File: src/id_pkg.sv
`default_nettype none

package id_pkg;

    typedef logic [31:0] word_t;      // data or address word
    typedef logic [4:0]  reg_addr_t;  // register index

    localparam int unsigned NUM_REGS = 32;
    localparam reg_addr_t   LINK_REG = 5'd31;  // jal return address

    // primary opcodes
    localparam logic [5:0] OPC_SPECIAL = 6'h00;
    localparam logic [5:0] OPC_REGIMM  = 6'h01;
    localparam logic [5:0] OPC_J       = 6'h02;
    localparam logic [5:0] OPC_JAL     = 6'h03;
    localparam logic [5:0] OPC_BEQ     = 6'h04;
    localparam logic [5:0] OPC_BNE     = 6'h05;
    localparam logic [5:0] OPC_ADDIU   = 6'h09;
    localparam logic [5:0] OPC_SLTI    = 6'h0a;
    localparam logic [5:0] OPC_SLTIU   = 6'h0b;
    localparam logic [5:0] OPC_ANDI    = 6'h0c;
    localparam logic [5:0] OPC_ORI     = 6'h0d;
    localparam logic [5:0] OPC_XORI    = 6'h0e;
    localparam logic [5:0] OPC_LUI     = 6'h0f;
    localparam logic [5:0] OPC_LW      = 6'h23;
    localparam logic [5:0] OPC_SW      = 6'h2b;

    // SPECIAL function codes
    localparam logic [5:0] FN_SLL  = 6'h00;
    localparam logic [5:0] FN_SRL  = 6'h02;
    localparam logic [5:0] FN_SRA  = 6'h03;
    localparam logic [5:0] FN_JR   = 6'h08;
    localparam logic [5:0] FN_ADDU = 6'h21;
    localparam logic [5:0] FN_SUBU = 6'h23;
    localparam logic [5:0] FN_AND  = 6'h24;
    localparam logic [5:0] FN_OR   = 6'h25;
    localparam logic [5:0] FN_XOR  = 6'h26;
    localparam logic [5:0] FN_NOR  = 6'h27;
    localparam logic [5:0] FN_SLT  = 6'h2a;
    localparam logic [5:0] FN_SLTU = 6'h2b;

    // REGIMM selects live in the rt field
    localparam reg_addr_t RT_BLTZ = 5'd0;
    localparam reg_addr_t RT_BGEZ = 5'd1;

    // testbench run control
    localparam int unsigned TB_SEED   = 38938;
    localparam int unsigned NUM_TESTS = 2000;

    typedef enum logic [3:0] {
        ALU_ADD, ALU_SUB, ALU_SLT, ALU_SLTU,
        ALU_AND, ALU_NOR, ALU_OR, ALU_XOR,
        ALU_SLL, ALU_SRL, ALU_SRA, ALU_LUI
    } alu_op_e;

    typedef enum logic [1:0] {SRC1_RS, SRC1_PC, SRC1_SA} src1_e;

    typedef enum logic [1:0] {SRC2_RT, SRC2_SIMM, SRC2_ZIMM, SRC2_C8} src2_e;

    typedef struct packed {
        alu_op_e   alu_op;
        src1_e     src1;
        src2_e     src2;
        logic      mem_en;    // lw or sw
        logic      mem_we;    // sw only
        logic      rf_we;
        reg_addr_t rf_waddr;
        logic      sel_load;  // writeback takes load data
    } ctrl_t;

    typedef struct packed {
        logic  valid;
        word_t pc;
    } fetch_t;

    // register write, also used as bypass bus
    typedef struct packed {
        logic      we;
        reg_addr_t waddr;
        word_t     wdata;
    } wb_write_t;

    typedef struct packed {
        logic id_stall;
        logic ex_stall;
    } stall_t;

    typedef struct packed {
        logic  valid;
        word_t pc;
        word_t inst;
        ctrl_t ctrl;
        word_t rdata1;  // rs after bypass
        word_t rdata2;  // rt after bypass
    } id_ex_t;

    typedef struct packed {
        logic  taken;
        word_t target;
    } branch_t;

endpackage

`default_nettype wire

File: src/id_stall_ctrl.sv
`timescale 1ns/100ps
`default_nettype none

module id_stall_ctrl (
    input  logic           clk,
    input  logic           rst,
    input  id_pkg::fetch_t fetch_i,
    input  id_pkg::word_t  inst_i,
    input  id_pkg::stall_t stall_i,
    output id_pkg::word_t  pc_o,
    output id_pkg::word_t  inst_o,
    output logic           issue_o
);
    import id_pkg::*;

    typedef enum logic {
        RUN,   // word comes straight from imem
        HOLD   // word comes from hold_q
    } state_e;

    state_e state_q;
    state_e state_d;
    fetch_t fetch_q;   // pc and valid of the instruction in ID
    word_t  hold_q;    // word captured on stall entry
    logic   freeze;
    logic   capture;

    // ex stall normally comes with id stall, treat either as a freeze
    assign freeze  = stall_i.id_stall || stall_i.ex_stall;
    assign capture = (state_q == RUN) && freeze;  // imem word still valid this cycle

    // next state
    always_comb begin
        state_d = state_q;
        case (state_q)
            RUN: begin
                if (freeze) begin
                    state_d = HOLD;
                end
            end
            HOLD: begin
                if (!freeze) begin
                    state_d = RUN;  // fetch reg loads the next pc on this edge
                end
            end
            default: state_d = RUN;
        endcase
    end

    always_ff @(posedge clk) begin
        if (rst) begin
            state_q <= RUN;
            fetch_q <= '0;   // valid low after reset
        end else begin
            state_q <= state_d;
            if (!freeze) begin
                fetch_q <= fetch_i;
            end
        end
    end

    // hold register, payload only
    always_ff @(posedge clk) begin
        if (capture) begin
            hold_q <= inst_i;
        end
    end

    assign pc_o    = fetch_q.pc;
    assign inst_o  = (state_q == HOLD) ? hold_q : inst_i;
    assign issue_o = fetch_q.valid && !stall_i.id_stall;  // bubble while id is stalled

endmodule

`default_nettype wire

File: src/id_decoder.sv
`timescale 1ns/100ps
`default_nettype none

module id_decoder (
    input  id_pkg::word_t     inst_i,
    output id_pkg::ctrl_t     ctrl_o,
    output id_pkg::reg_addr_t rs_o,
    output id_pkg::reg_addr_t rt_o
);
    import id_pkg::*;

    logic [5:0] opcode;
    logic [5:0] funct;
    reg_addr_t  rt;
    reg_addr_t  rd;
    logic       sa_zero;   // shamt field clear
    logic       rs_zero;   // rs field clear
    alu_op_e    r_op;      // SPECIAL group op
    logic       r_ok;      // legal SPECIAL ALU encoding
    logic       r_shift;   // sll/srl/sra take shamt
    alu_op_e    imm_op;    // immediate group op
    logic       imm_zext;  // logical immediates are zero extended
    logic       imm_ok;

    assign opcode  = inst_i[31:26];
    assign rs_o    = inst_i[25:21];
    assign rt      = inst_i[20:16];
    assign rd      = inst_i[15:11];
    assign funct   = inst_i[5:0];
    assign sa_zero = (inst_i[10:6] == '0);
    assign rs_zero = (inst_i[25:21] == '0);
    assign rt_o    = rt;

    // SPECIAL function field
    always_comb begin
        r_op    = ALU_ADD;
        r_ok    = sa_zero;
        r_shift = 1'b0;
        case (funct)
            FN_ADDU: r_op = ALU_ADD;
            FN_SUBU: r_op = ALU_SUB;
            FN_AND:  r_op = ALU_AND;
            FN_OR:   r_op = ALU_OR;
            FN_XOR:  r_op = ALU_XOR;
            FN_NOR:  r_op = ALU_NOR;
            FN_SLT:  r_op = ALU_SLT;
            FN_SLTU: r_op = ALU_SLTU;
            FN_SLL, FN_SRL, FN_SRA: begin
                r_shift = 1'b1;
                r_ok    = rs_zero;  // shifts need rs clear, shamt is free
                r_op    = (funct == FN_SLL) ? ALU_SLL :
                          (funct == FN_SRL) ? ALU_SRL : ALU_SRA;
            end
            default: r_ok = 1'b0;   // jr and the rest write nothing
        endcase
    end

    // immediate group
    always_comb begin
        case (opcode)
            OPC_SLTI:  imm_op = ALU_SLT;
            OPC_SLTIU: imm_op = ALU_SLTU;
            OPC_ANDI:  imm_op = ALU_AND;
            OPC_ORI:   imm_op = ALU_OR;
            OPC_XORI:  imm_op = ALU_XOR;
            OPC_LUI:   imm_op = ALU_LUI;
            default:   imm_op = ALU_ADD;  // addiu
        endcase
    end

    assign imm_zext = (opcode == OPC_ANDI) || (opcode == OPC_ORI) || (opcode == OPC_XORI);
    assign imm_ok   = (opcode != OPC_LUI) || rs_zero;

    always_comb begin
        ctrl_o        = '0;   // unknown encoding, all enables low
        ctrl_o.alu_op = ALU_ADD;
        ctrl_o.src1   = SRC1_RS;
        ctrl_o.src2   = SRC2_RT;
        case (opcode)
            OPC_SPECIAL: begin
                if (r_ok) begin
                    ctrl_o.alu_op   = r_op;
                    ctrl_o.src1     = r_shift ? SRC1_SA : SRC1_RS;
                    ctrl_o.rf_we    = 1'b1;
                    ctrl_o.rf_waddr = rd;
                end
            end
            OPC_ADDIU, OPC_SLTI, OPC_SLTIU, OPC_ANDI, OPC_ORI, OPC_XORI, OPC_LUI: begin
                if (imm_ok) begin
                    ctrl_o.alu_op   = imm_op;
                    ctrl_o.src2     = imm_zext ? SRC2_ZIMM : SRC2_SIMM;
                    ctrl_o.rf_we    = 1'b1;
                    ctrl_o.rf_waddr = rt;
                end
            end
            OPC_LW: begin
                ctrl_o.src2     = SRC2_SIMM;  // base + offset
                ctrl_o.mem_en   = 1'b1;
                ctrl_o.rf_we    = 1'b1;
                ctrl_o.rf_waddr = rt;
                ctrl_o.sel_load = 1'b1;
            end
            OPC_SW: begin
                ctrl_o.src2   = SRC2_SIMM;
                ctrl_o.mem_en = 1'b1;
                ctrl_o.mem_we = 1'b1;
            end
            OPC_JAL: begin
                ctrl_o.src1     = SRC1_PC;  // link value is pc + 8
                ctrl_o.src2     = SRC2_C8;
                ctrl_o.rf_we    = 1'b1;
                ctrl_o.rf_waddr = LINK_REG;
            end
            default: ctrl_o.alu_op = ALU_ADD;  // branches, j, unknown
        endcase
    end

endmodule

`default_nettype wire

File: src/id_regfile.sv
`timescale 1ns/100ps
`default_nettype none

module id_regfile (
    input  logic              clk,
    input  logic              rst,
    input  id_pkg::reg_addr_t rs_i,
    input  id_pkg::reg_addr_t rt_i,
    input  id_pkg::wb_write_t rf_write_i,
    input  id_pkg::wb_write_t ex_fwd_i,
    input  id_pkg::wb_write_t mem_fwd_i,
    input  id_pkg::wb_write_t wb_fwd_i,
    input  logic              ex_is_load_i,
    output id_pkg::word_t     rdata1_o,
    output id_pkg::word_t     rdata2_o,
    output logic              stall_req_o
);
    import id_pkg::*;

    word_t regs [NUM_REGS];

    // bus writes this nonzero register
    function automatic logic hits(input wb_write_t bus, input reg_addr_t addr);
        return bus.we && (bus.waddr == addr) && (addr != '0);
    endfunction

    // EX first, then MEM, then WB, else the array
    function automatic word_t operand(input reg_addr_t addr);
        word_t val;
        if (addr == '0) begin
            val = '0;
        end else if (hits(ex_fwd_i, addr)) begin
            val = ex_fwd_i.wdata;
        end else if (hits(mem_fwd_i, addr)) begin
            val = mem_fwd_i.wdata;
        end else if (hits(wb_fwd_i, addr)) begin
            val = wb_fwd_i.wdata;
        end else begin
            val = regs[addr];
        end
        return val;
    endfunction

    always_ff @(posedge clk) begin
        if (rst) begin
            for (int i = 0; i < NUM_REGS; i++) begin
                regs[i] <= '0;
            end
        end else if (rf_write_i.we && (rf_write_i.waddr != '0)) begin
            regs[rf_write_i.waddr] <= rf_write_i.wdata;  // r0 stays zero
        end
    end

    always_comb begin
        rdata1_o = operand(rs_i);
        rdata2_o = operand(rt_i);
    end

    // load in EX, its data only exists after MEM
    assign stall_req_o = ex_is_load_i && (ex_fwd_i.waddr != '0)
                       && ((ex_fwd_i.waddr == rs_i) || (ex_fwd_i.waddr == rt_i));

endmodule

`default_nettype wire

File: src/id_branch_unit.sv
`timescale 1ns/100ps
`default_nettype none

module id_branch_unit (
    input  id_pkg::word_t   pc_i,
    input  id_pkg::word_t   inst_i,
    input  id_pkg::word_t   rdata1_i,
    input  id_pkg::word_t   rdata2_i,
    input  logic            issue_i,
    output id_pkg::branch_t br_o
);
    import id_pkg::*;

    logic [5:0] opcode;
    logic       is_jr;
    logic       cond;        // branch or jump taken before issue gating
    word_t      pc_plus4;
    word_t      rel_target;  // pc-relative
    word_t      abs_target;  // 256 MB region of pc + 4
    word_t      target;

    assign opcode     = inst_i[31:26];
    assign pc_plus4   = pc_i + 32'd4;
    assign rel_target = pc_plus4 + {{14{inst_i[15]}}, inst_i[15:0], 2'b00};
    assign abs_target = {pc_plus4[31:28], inst_i[25:0], 2'b00};
    assign is_jr      = (opcode == OPC_SPECIAL) && (inst_i[5:0] == FN_JR)
                      && (inst_i[20:6] == '0);

    always_comb begin
        cond   = 1'b0;
        target = pc_plus4;  // fall through
        case (opcode)
            OPC_BEQ: begin
                cond   = (rdata1_i == rdata2_i);
                target = rel_target;
            end
            OPC_BNE: begin
                cond   = (rdata1_i != rdata2_i);
                target = rel_target;
            end
            OPC_REGIMM: begin
                target = rel_target;
                if (inst_i[20:16] == RT_BGEZ) begin
                    cond = !rdata1_i[31];  // sign bit clear
                end else if (inst_i[20:16] == RT_BLTZ) begin
                    cond = rdata1_i[31];
                end
            end
            OPC_J, OPC_JAL: begin
                cond   = 1'b1;
                target = abs_target;
            end
            default: begin
                if (is_jr) begin
                    cond   = 1'b1;
                    target = rdata1_i;  // bypassed rs
                end
            end
        endcase
    end

    assign br_o.taken  = issue_i && cond;  // never on a bubble
    assign br_o.target = target;

endmodule

`default_nettype wire

File: src/id_stage.sv
`timescale 1ns/100ps
`default_nettype none

module id_stage (
    input  logic              clk,
    input  logic              rst,
    input  id_pkg::fetch_t    fetch_i,
    input  id_pkg::word_t     inst_i,       // imem data for the pc registered now
    input  id_pkg::stall_t    stall_i,
    input  id_pkg::wb_write_t ex_fwd_i,
    input  id_pkg::wb_write_t mem_fwd_i,
    input  id_pkg::wb_write_t wb_fwd_i,
    input  logic              ex_is_load_i,
    input  id_pkg::wb_write_t rf_write_i,
    output id_pkg::id_ex_t    id_ex_o,
    output id_pkg::branch_t   br_o,
    output logic              stall_req_o
);
    import id_pkg::*;

    word_t     pc;
    word_t     inst;      // live or held word
    logic      issue;
    ctrl_t     ctrl;
    reg_addr_t rs;
    reg_addr_t rt;
    word_t     rdata1;
    word_t     rdata2;

    id_stall_ctrl u_stall_ctrl (
        .clk     (clk),
        .rst     (rst),
        .fetch_i (fetch_i),
        .inst_i  (inst_i),
        .stall_i (stall_i),
        .pc_o    (pc),
        .inst_o  (inst),
        .issue_o (issue)
    );

    id_decoder u_decoder (
        .inst_i (inst),
        .ctrl_o (ctrl),
        .rs_o   (rs),
        .rt_o   (rt)
    );

    id_regfile u_regfile (
        .clk          (clk),
        .rst          (rst),
        .rs_i         (rs),
        .rt_i         (rt),
        .rf_write_i   (rf_write_i),
        .ex_fwd_i     (ex_fwd_i),
        .mem_fwd_i    (mem_fwd_i),
        .wb_fwd_i     (wb_fwd_i),
        .ex_is_load_i (ex_is_load_i),
        .rdata1_o     (rdata1),
        .rdata2_o     (rdata2),
        .stall_req_o  (stall_req_o)
    );

    id_branch_unit u_branch (
        .pc_i     (pc),
        .inst_i   (inst),
        .rdata1_i (rdata1),
        .rdata2_i (rdata2),
        .issue_i  (issue),
        .br_o     (br_o)
    );

    assign id_ex_o.valid  = issue;  // low is a bubble to EX
    assign id_ex_o.pc     = pc;
    assign id_ex_o.inst   = inst;
    assign id_ex_o.ctrl   = ctrl;
    assign id_ex_o.rdata1 = rdata1;
    assign id_ex_o.rdata2 = rdata2;

endmodule

`default_nettype wire

File: config.mk
export PLATFORM = sky130hd
export DESIGN_NAME = id_stage
export DESIGN_NICKNAME = d
export VERILOG_FILES = /design/src/id_pkg.sv /design/src/id_stall_ctrl.sv /design/src/id_decoder.sv /design/src/id_regfile.sv /design/src/id_branch_unit.sv /design/src/id_stage.sv
export SDC_FILE = /design/constraint.sdc
export NUM_CORES = 2
export LEC_CHECK = 0
export BUFFER_PORTS_ARGS = -buffer_cell sky130_fd_sc_hd__buf_4
export CAP_MARGIN = 15
export CORE_UTILIZATION = 26
export DETAILED_ROUTE_END_ITERATION = 8
export PLACE_DENSITY = 0.41
export SYNTH_ARGS = -nofsm -noshare
export SYNTH_HDL_FRONTEND = slang
export SYNTH_SLANG_ARGS = --single-unit
export TNS_END_PERCENT = 20
File: constraint.sdc
create_clock -name clk -period 15.43 [get_ports clk]
set_input_delay 3.8575 -clock clk [delete_from_list [all_inputs] [get_ports clk]]
set_output_delay 3.8575 -clock clk [all_outputs]
set_load 0.01 [all_outputs]
==> flow_results.org <==
** Routing
- Dividing the detail-routed via count by the number of cells gives 5.78.
- Remaining antenna violation count after routing :: 0
- Post-detailed-route DRC marker count :: 0
- Count of TritonRoute iterations in the first routing pass :: 7
- Across all layers, the routed design uses 61,100 vias.
- In the final routed layout, each cell accounts on average for 37.4 microns.
- DRT Wirelength :: 396,000 microns
- First DRT Iteration DRCs :: 9,986

** STA
- RSZ-0062 raised after global routing :: false
- Setup violations remaining at the end of the flow were counted as 0.
- Share of the cycle needed by the critical path after routing :: 89.2%
- Transition time at the pin with the least slew margin :: approximately 1300 ps
- Final Max Slew Viols :: 0
- In the final timing run, aggregate negative setup slack is 0 ps.
- Shortest clock period the worst path allows after layout :: 13,770 ps
- Derived from the worst setup path, the maximum achievable clock frequency is 0.0726 GHz.
- Slew headroom :: 13.4%
- The number of endpoints with negative hold slack in the final report was 0.
- The clock arrives with just over 20 ps of skew.

** Placed design
- Routability-driven placement congestion ratio :: between 0.9 and 1
- Number of port buffers :: around 400
- Placed standard-cell area :: 72,100 sq um
- Cell Count Post-Placement :: 10,300
- Dpl hpwl :: 249,000 microns

** Min path
- The min-delay analysis places its worst path in the category reg -> reg.
- Endpoint of the worst hold path :: u_stall_ctrl.pc_o[1]
- Along the worst hold path, the cell count comes to 2.
- Hold Crit Start :: u_stall_ctrl.pc_o[1]

** Cells and area
- With fillers left out, the area of the finished cells amounts to 76,400 sq um.
- Proportion of layout cells with a drive suffix above 1 :: 14.0%
- Highest-count cells in the layout ignoring fill and taps :: 1,574 x nand2_1, 1,056 x edfxtp_1, 1,008 x and2_1
- The count of cells in the finished layout, fillers not included, comes to 10,600.
- Leaving out fill and tap cells, the most frequent cell in the layout is nand2_1.
- Area grow syn2layout :: 16.7%
- For this run, the post-layout net count is 7,341.

** Clock tree
- TritonCTS clock tree :: yes
- Clock sink count :: 1,090
- For this design, the CTS-stage hold fixing added 0 buffers.
- Worst-Skew Late Latency :: 850 ps
- Gates resized during post-CTS repair numbered 0.
- The root buffer cell chosen for the clock tree is clkbuf_16.
- No sink is reached through more buffers than the 3 on the longest clock path.
- Number of buffers added by the clock tree synthesis step :: 139
- H-tree Lvls :: 4
- After clock tree synthesis, the clock-pin slew on the worst setup and hold paths is 70 ps.
- # Post-CTS Setup Buffers :: 0

** Run
- MaxCap Viol Count :: 0

** Synth
- Yosys reg bits :: between 1,000 and 1,500
- Number of enable-type register cells in the synthesized netlist :: 1,056
- Most used DFF post-synth :: edfxtp_1
- Avg Inst Size Synth :: 9.44 sq um
- In this run the cell area of the synthesized design comes to 65,500 sq um.
- Synth async-reset ratio :: 0%
- Seq/Total Area, Yosys :: 49.5%
- For this run, the number of Yosys warnings is 0.
- Post-synthesis cell count :: ~6,900
- Distinct cell type count of the synthesized netlist :: 102

** Floorplan
- Die span in y :: ~500 microns
- The floorplan has ~180 rows.
- Area of the core region :: 250,000 sq um
- The die covers 254,000 sq um.
- Once the floorplan was initialized, standard cells occupied 26.2% of the core.
- I/O pins :: between 400 and 500
- In this run the horizontal extent of the chip is 504 microns.

** Worst setup path
- CP dominant cell by count :: buf_4
- The worst setup path is launched from a primary input.
- Cell-by-cell listing of the critical path :: buf_4 -> mux2i_4 -> inv_8 -> buf_12 -> mux2i_1 -> a221oi_1 -> a31oi_1 -> a21oi_1 -> nor3_1 -> buf_4 -> nor3_1 -> xnor2_1 -> and4_1 -> nand4_1 -> xnor2_1 -> o21ai_1 -> a2111oi_2 -> buf_4
- The largest single stage delay on the critical path is 800 ps.
- WP data required :: 11,570 ps
- The worst register-to-register path has a setup slack of 13,050 ps.
- Crit path buf inv count :: 5
- Crit path max-delay cell type :: a21oi_1
- Signal arrival time at the worst endpoint :: 9910 ps
- R2R cell count :: 2
- Among cell families on the critical path, the largest total delay comes from compound AO/OA/AOI/OAI gates.
- Endpoint type of the worst setup path :: output pin
- By startpoint and endpoint, the worst setup path is classified as in -> out.
- The critical path crosses 18 cells after its start point.
- The startpoint identified for the worst register-to-register timing path is u_stall_ctrl.state_q.
- The worst register-to-register path ends at u_stall_ctrl.hold_q[17].
- Maximum fanout count along the critical path :: 119

** Global routing
- Wire length of the first global-routing pass :: 526,000 microns
- Entering global routing, the biggest net connects roughly 150 pins.
- Total GRT Usage :: 30.2%
- Vias in the first global route :: ~57,000
- The number of antenna violations at the first check in global routing is slightly below 80.
- Global routing finished with a remaining overflow of 0.

** Power and ir drop
- Leakage component of the power :: 28.3 nW
- IR analysis of the VDD net gives a maximum drop of 0.121 mV.
- Power comes to 8.70 mW.
- In this run the power density over the cells is about 110 nW/um^2.

** Run status
- Outcome :: finished, final reports clean
-- per-stage QoR --
| step | util (%) | hold slack, ps | setup WS [ps] |
|---|---|---|---|
| floorplan | - | 436 | 3950 |
| global placement | 28.9 | 448 | 1790 |
| detailed placement | 28.9 | 456 | 1840 |
| CTS | 30.5 | 483 | 1820 |
| global route | 30.6 | 504 | 1490 |
| finish | 30.6 | 487 | 1660 |
-- sequential cells by signal, summed over array words and instances, names as in the netlist --
| signal | count |
|---|---|
| u_regfile.regs | 1024 |
| u_stall_ctrl.pc_o | 32 |
| u_stall_ctrl.state_q | 1 |
| u_stall_ctrl.fetch_q | 1 |
| u_stall_ctrl.hold_q | 32 |
-- layer usage --
metal	vias to the layer above	wire (microns)	share of wire, %	global-route usage (%)
met3	951	41700	11	6.91
met5	-	172	0.043	0
met2	4509	175000	44	46.3
li1	25100	-	-	-
met4	26	25300	6.4	17.8
met1	30600	154000	39	38.7
-- tightest hold or removal path: cells and delay by family (launching register included) --
family,cells,cell delay [ps]
flops,1,330
simple gates,1,60
compound gates,1,50
-- cell usage after synthesis (36+ instances only) --
master	count	area share (%)
nor2_1	213	1.2
nand3_1	563	4.3
and2_1	1008	9.6
nor3_1	66	0.50
o21ai_0	162	1.2
a31oi_1	134	1.3
a221oi_1	55	0.74
and3_1	60	0.57
nand2_1	1575	9.0
or2_2	37	0.35
mux4_2	60	2.1
xnor2_1	87	1.2
buf_1	44	0.25
edfxtp_1	1056	48
o211ai_1	36	0.41
nand4_1	160	1.5
a22oi_1	36	0.41
inv_1	63	0.36
mux2i_1	158	2.4
a21oi_1	177	1.4
o22ai_1	61	0.58
buf_2	175	1.3
clkbuf_1	333	1.9
buf_4	68	0.78
-- worst max-delay path by stage --
| stage | from | to | slack [ps] |
|---|---|---|---|
| global placement | inst_i[21] | br_o[32] | 1790 |
| CTS | inst_i[21] | br_o[32] | 1820 |
| global route | inst_i[21] | br_o[32] | 1490 |
| floorplan | inst_i[0] | br_o[30] | 3950 |
| finish | inst_i[21] | br_o[32] | 1660 |
| detailed placement | inst_i[21] | br_o[32] | 1840 |
-- report_power, final --
group / total [mW] / internal, mW / switching, mW
clock: 3.16 / 1.73 / 1.43
combinational: 2.02 / 0.561 / 1.46
sequential: 3.52 / 3.41 / 0.110
-- cell type report --
type,instances,area [sq um]
multi-input combinational,5171,30400
clock buffer,185,3670
inverter,74,322
fill,25900,173000
timing repair buffer,612,4800
clock inverter,64,482
antenna,58,145
tap,3330,4170
sequential,1090,32400
-- cells by family after synthesis --
logic type / Yosys count / share of synthesized area (%)
other: 1 / 0.00573
xor gates and xnor gates: 109 / 1.46
muxes: 235 / 4.90
and+or+nand+nor: 3798 / 28.5
buffers and inverters: 704 / 4.88
AOI/OAI and AO/OA: 966 / 10.1
DFF: 1090 / 49.5
adders and majority gates: 31 / 0.604
Power figures use the tool's default switching activity.
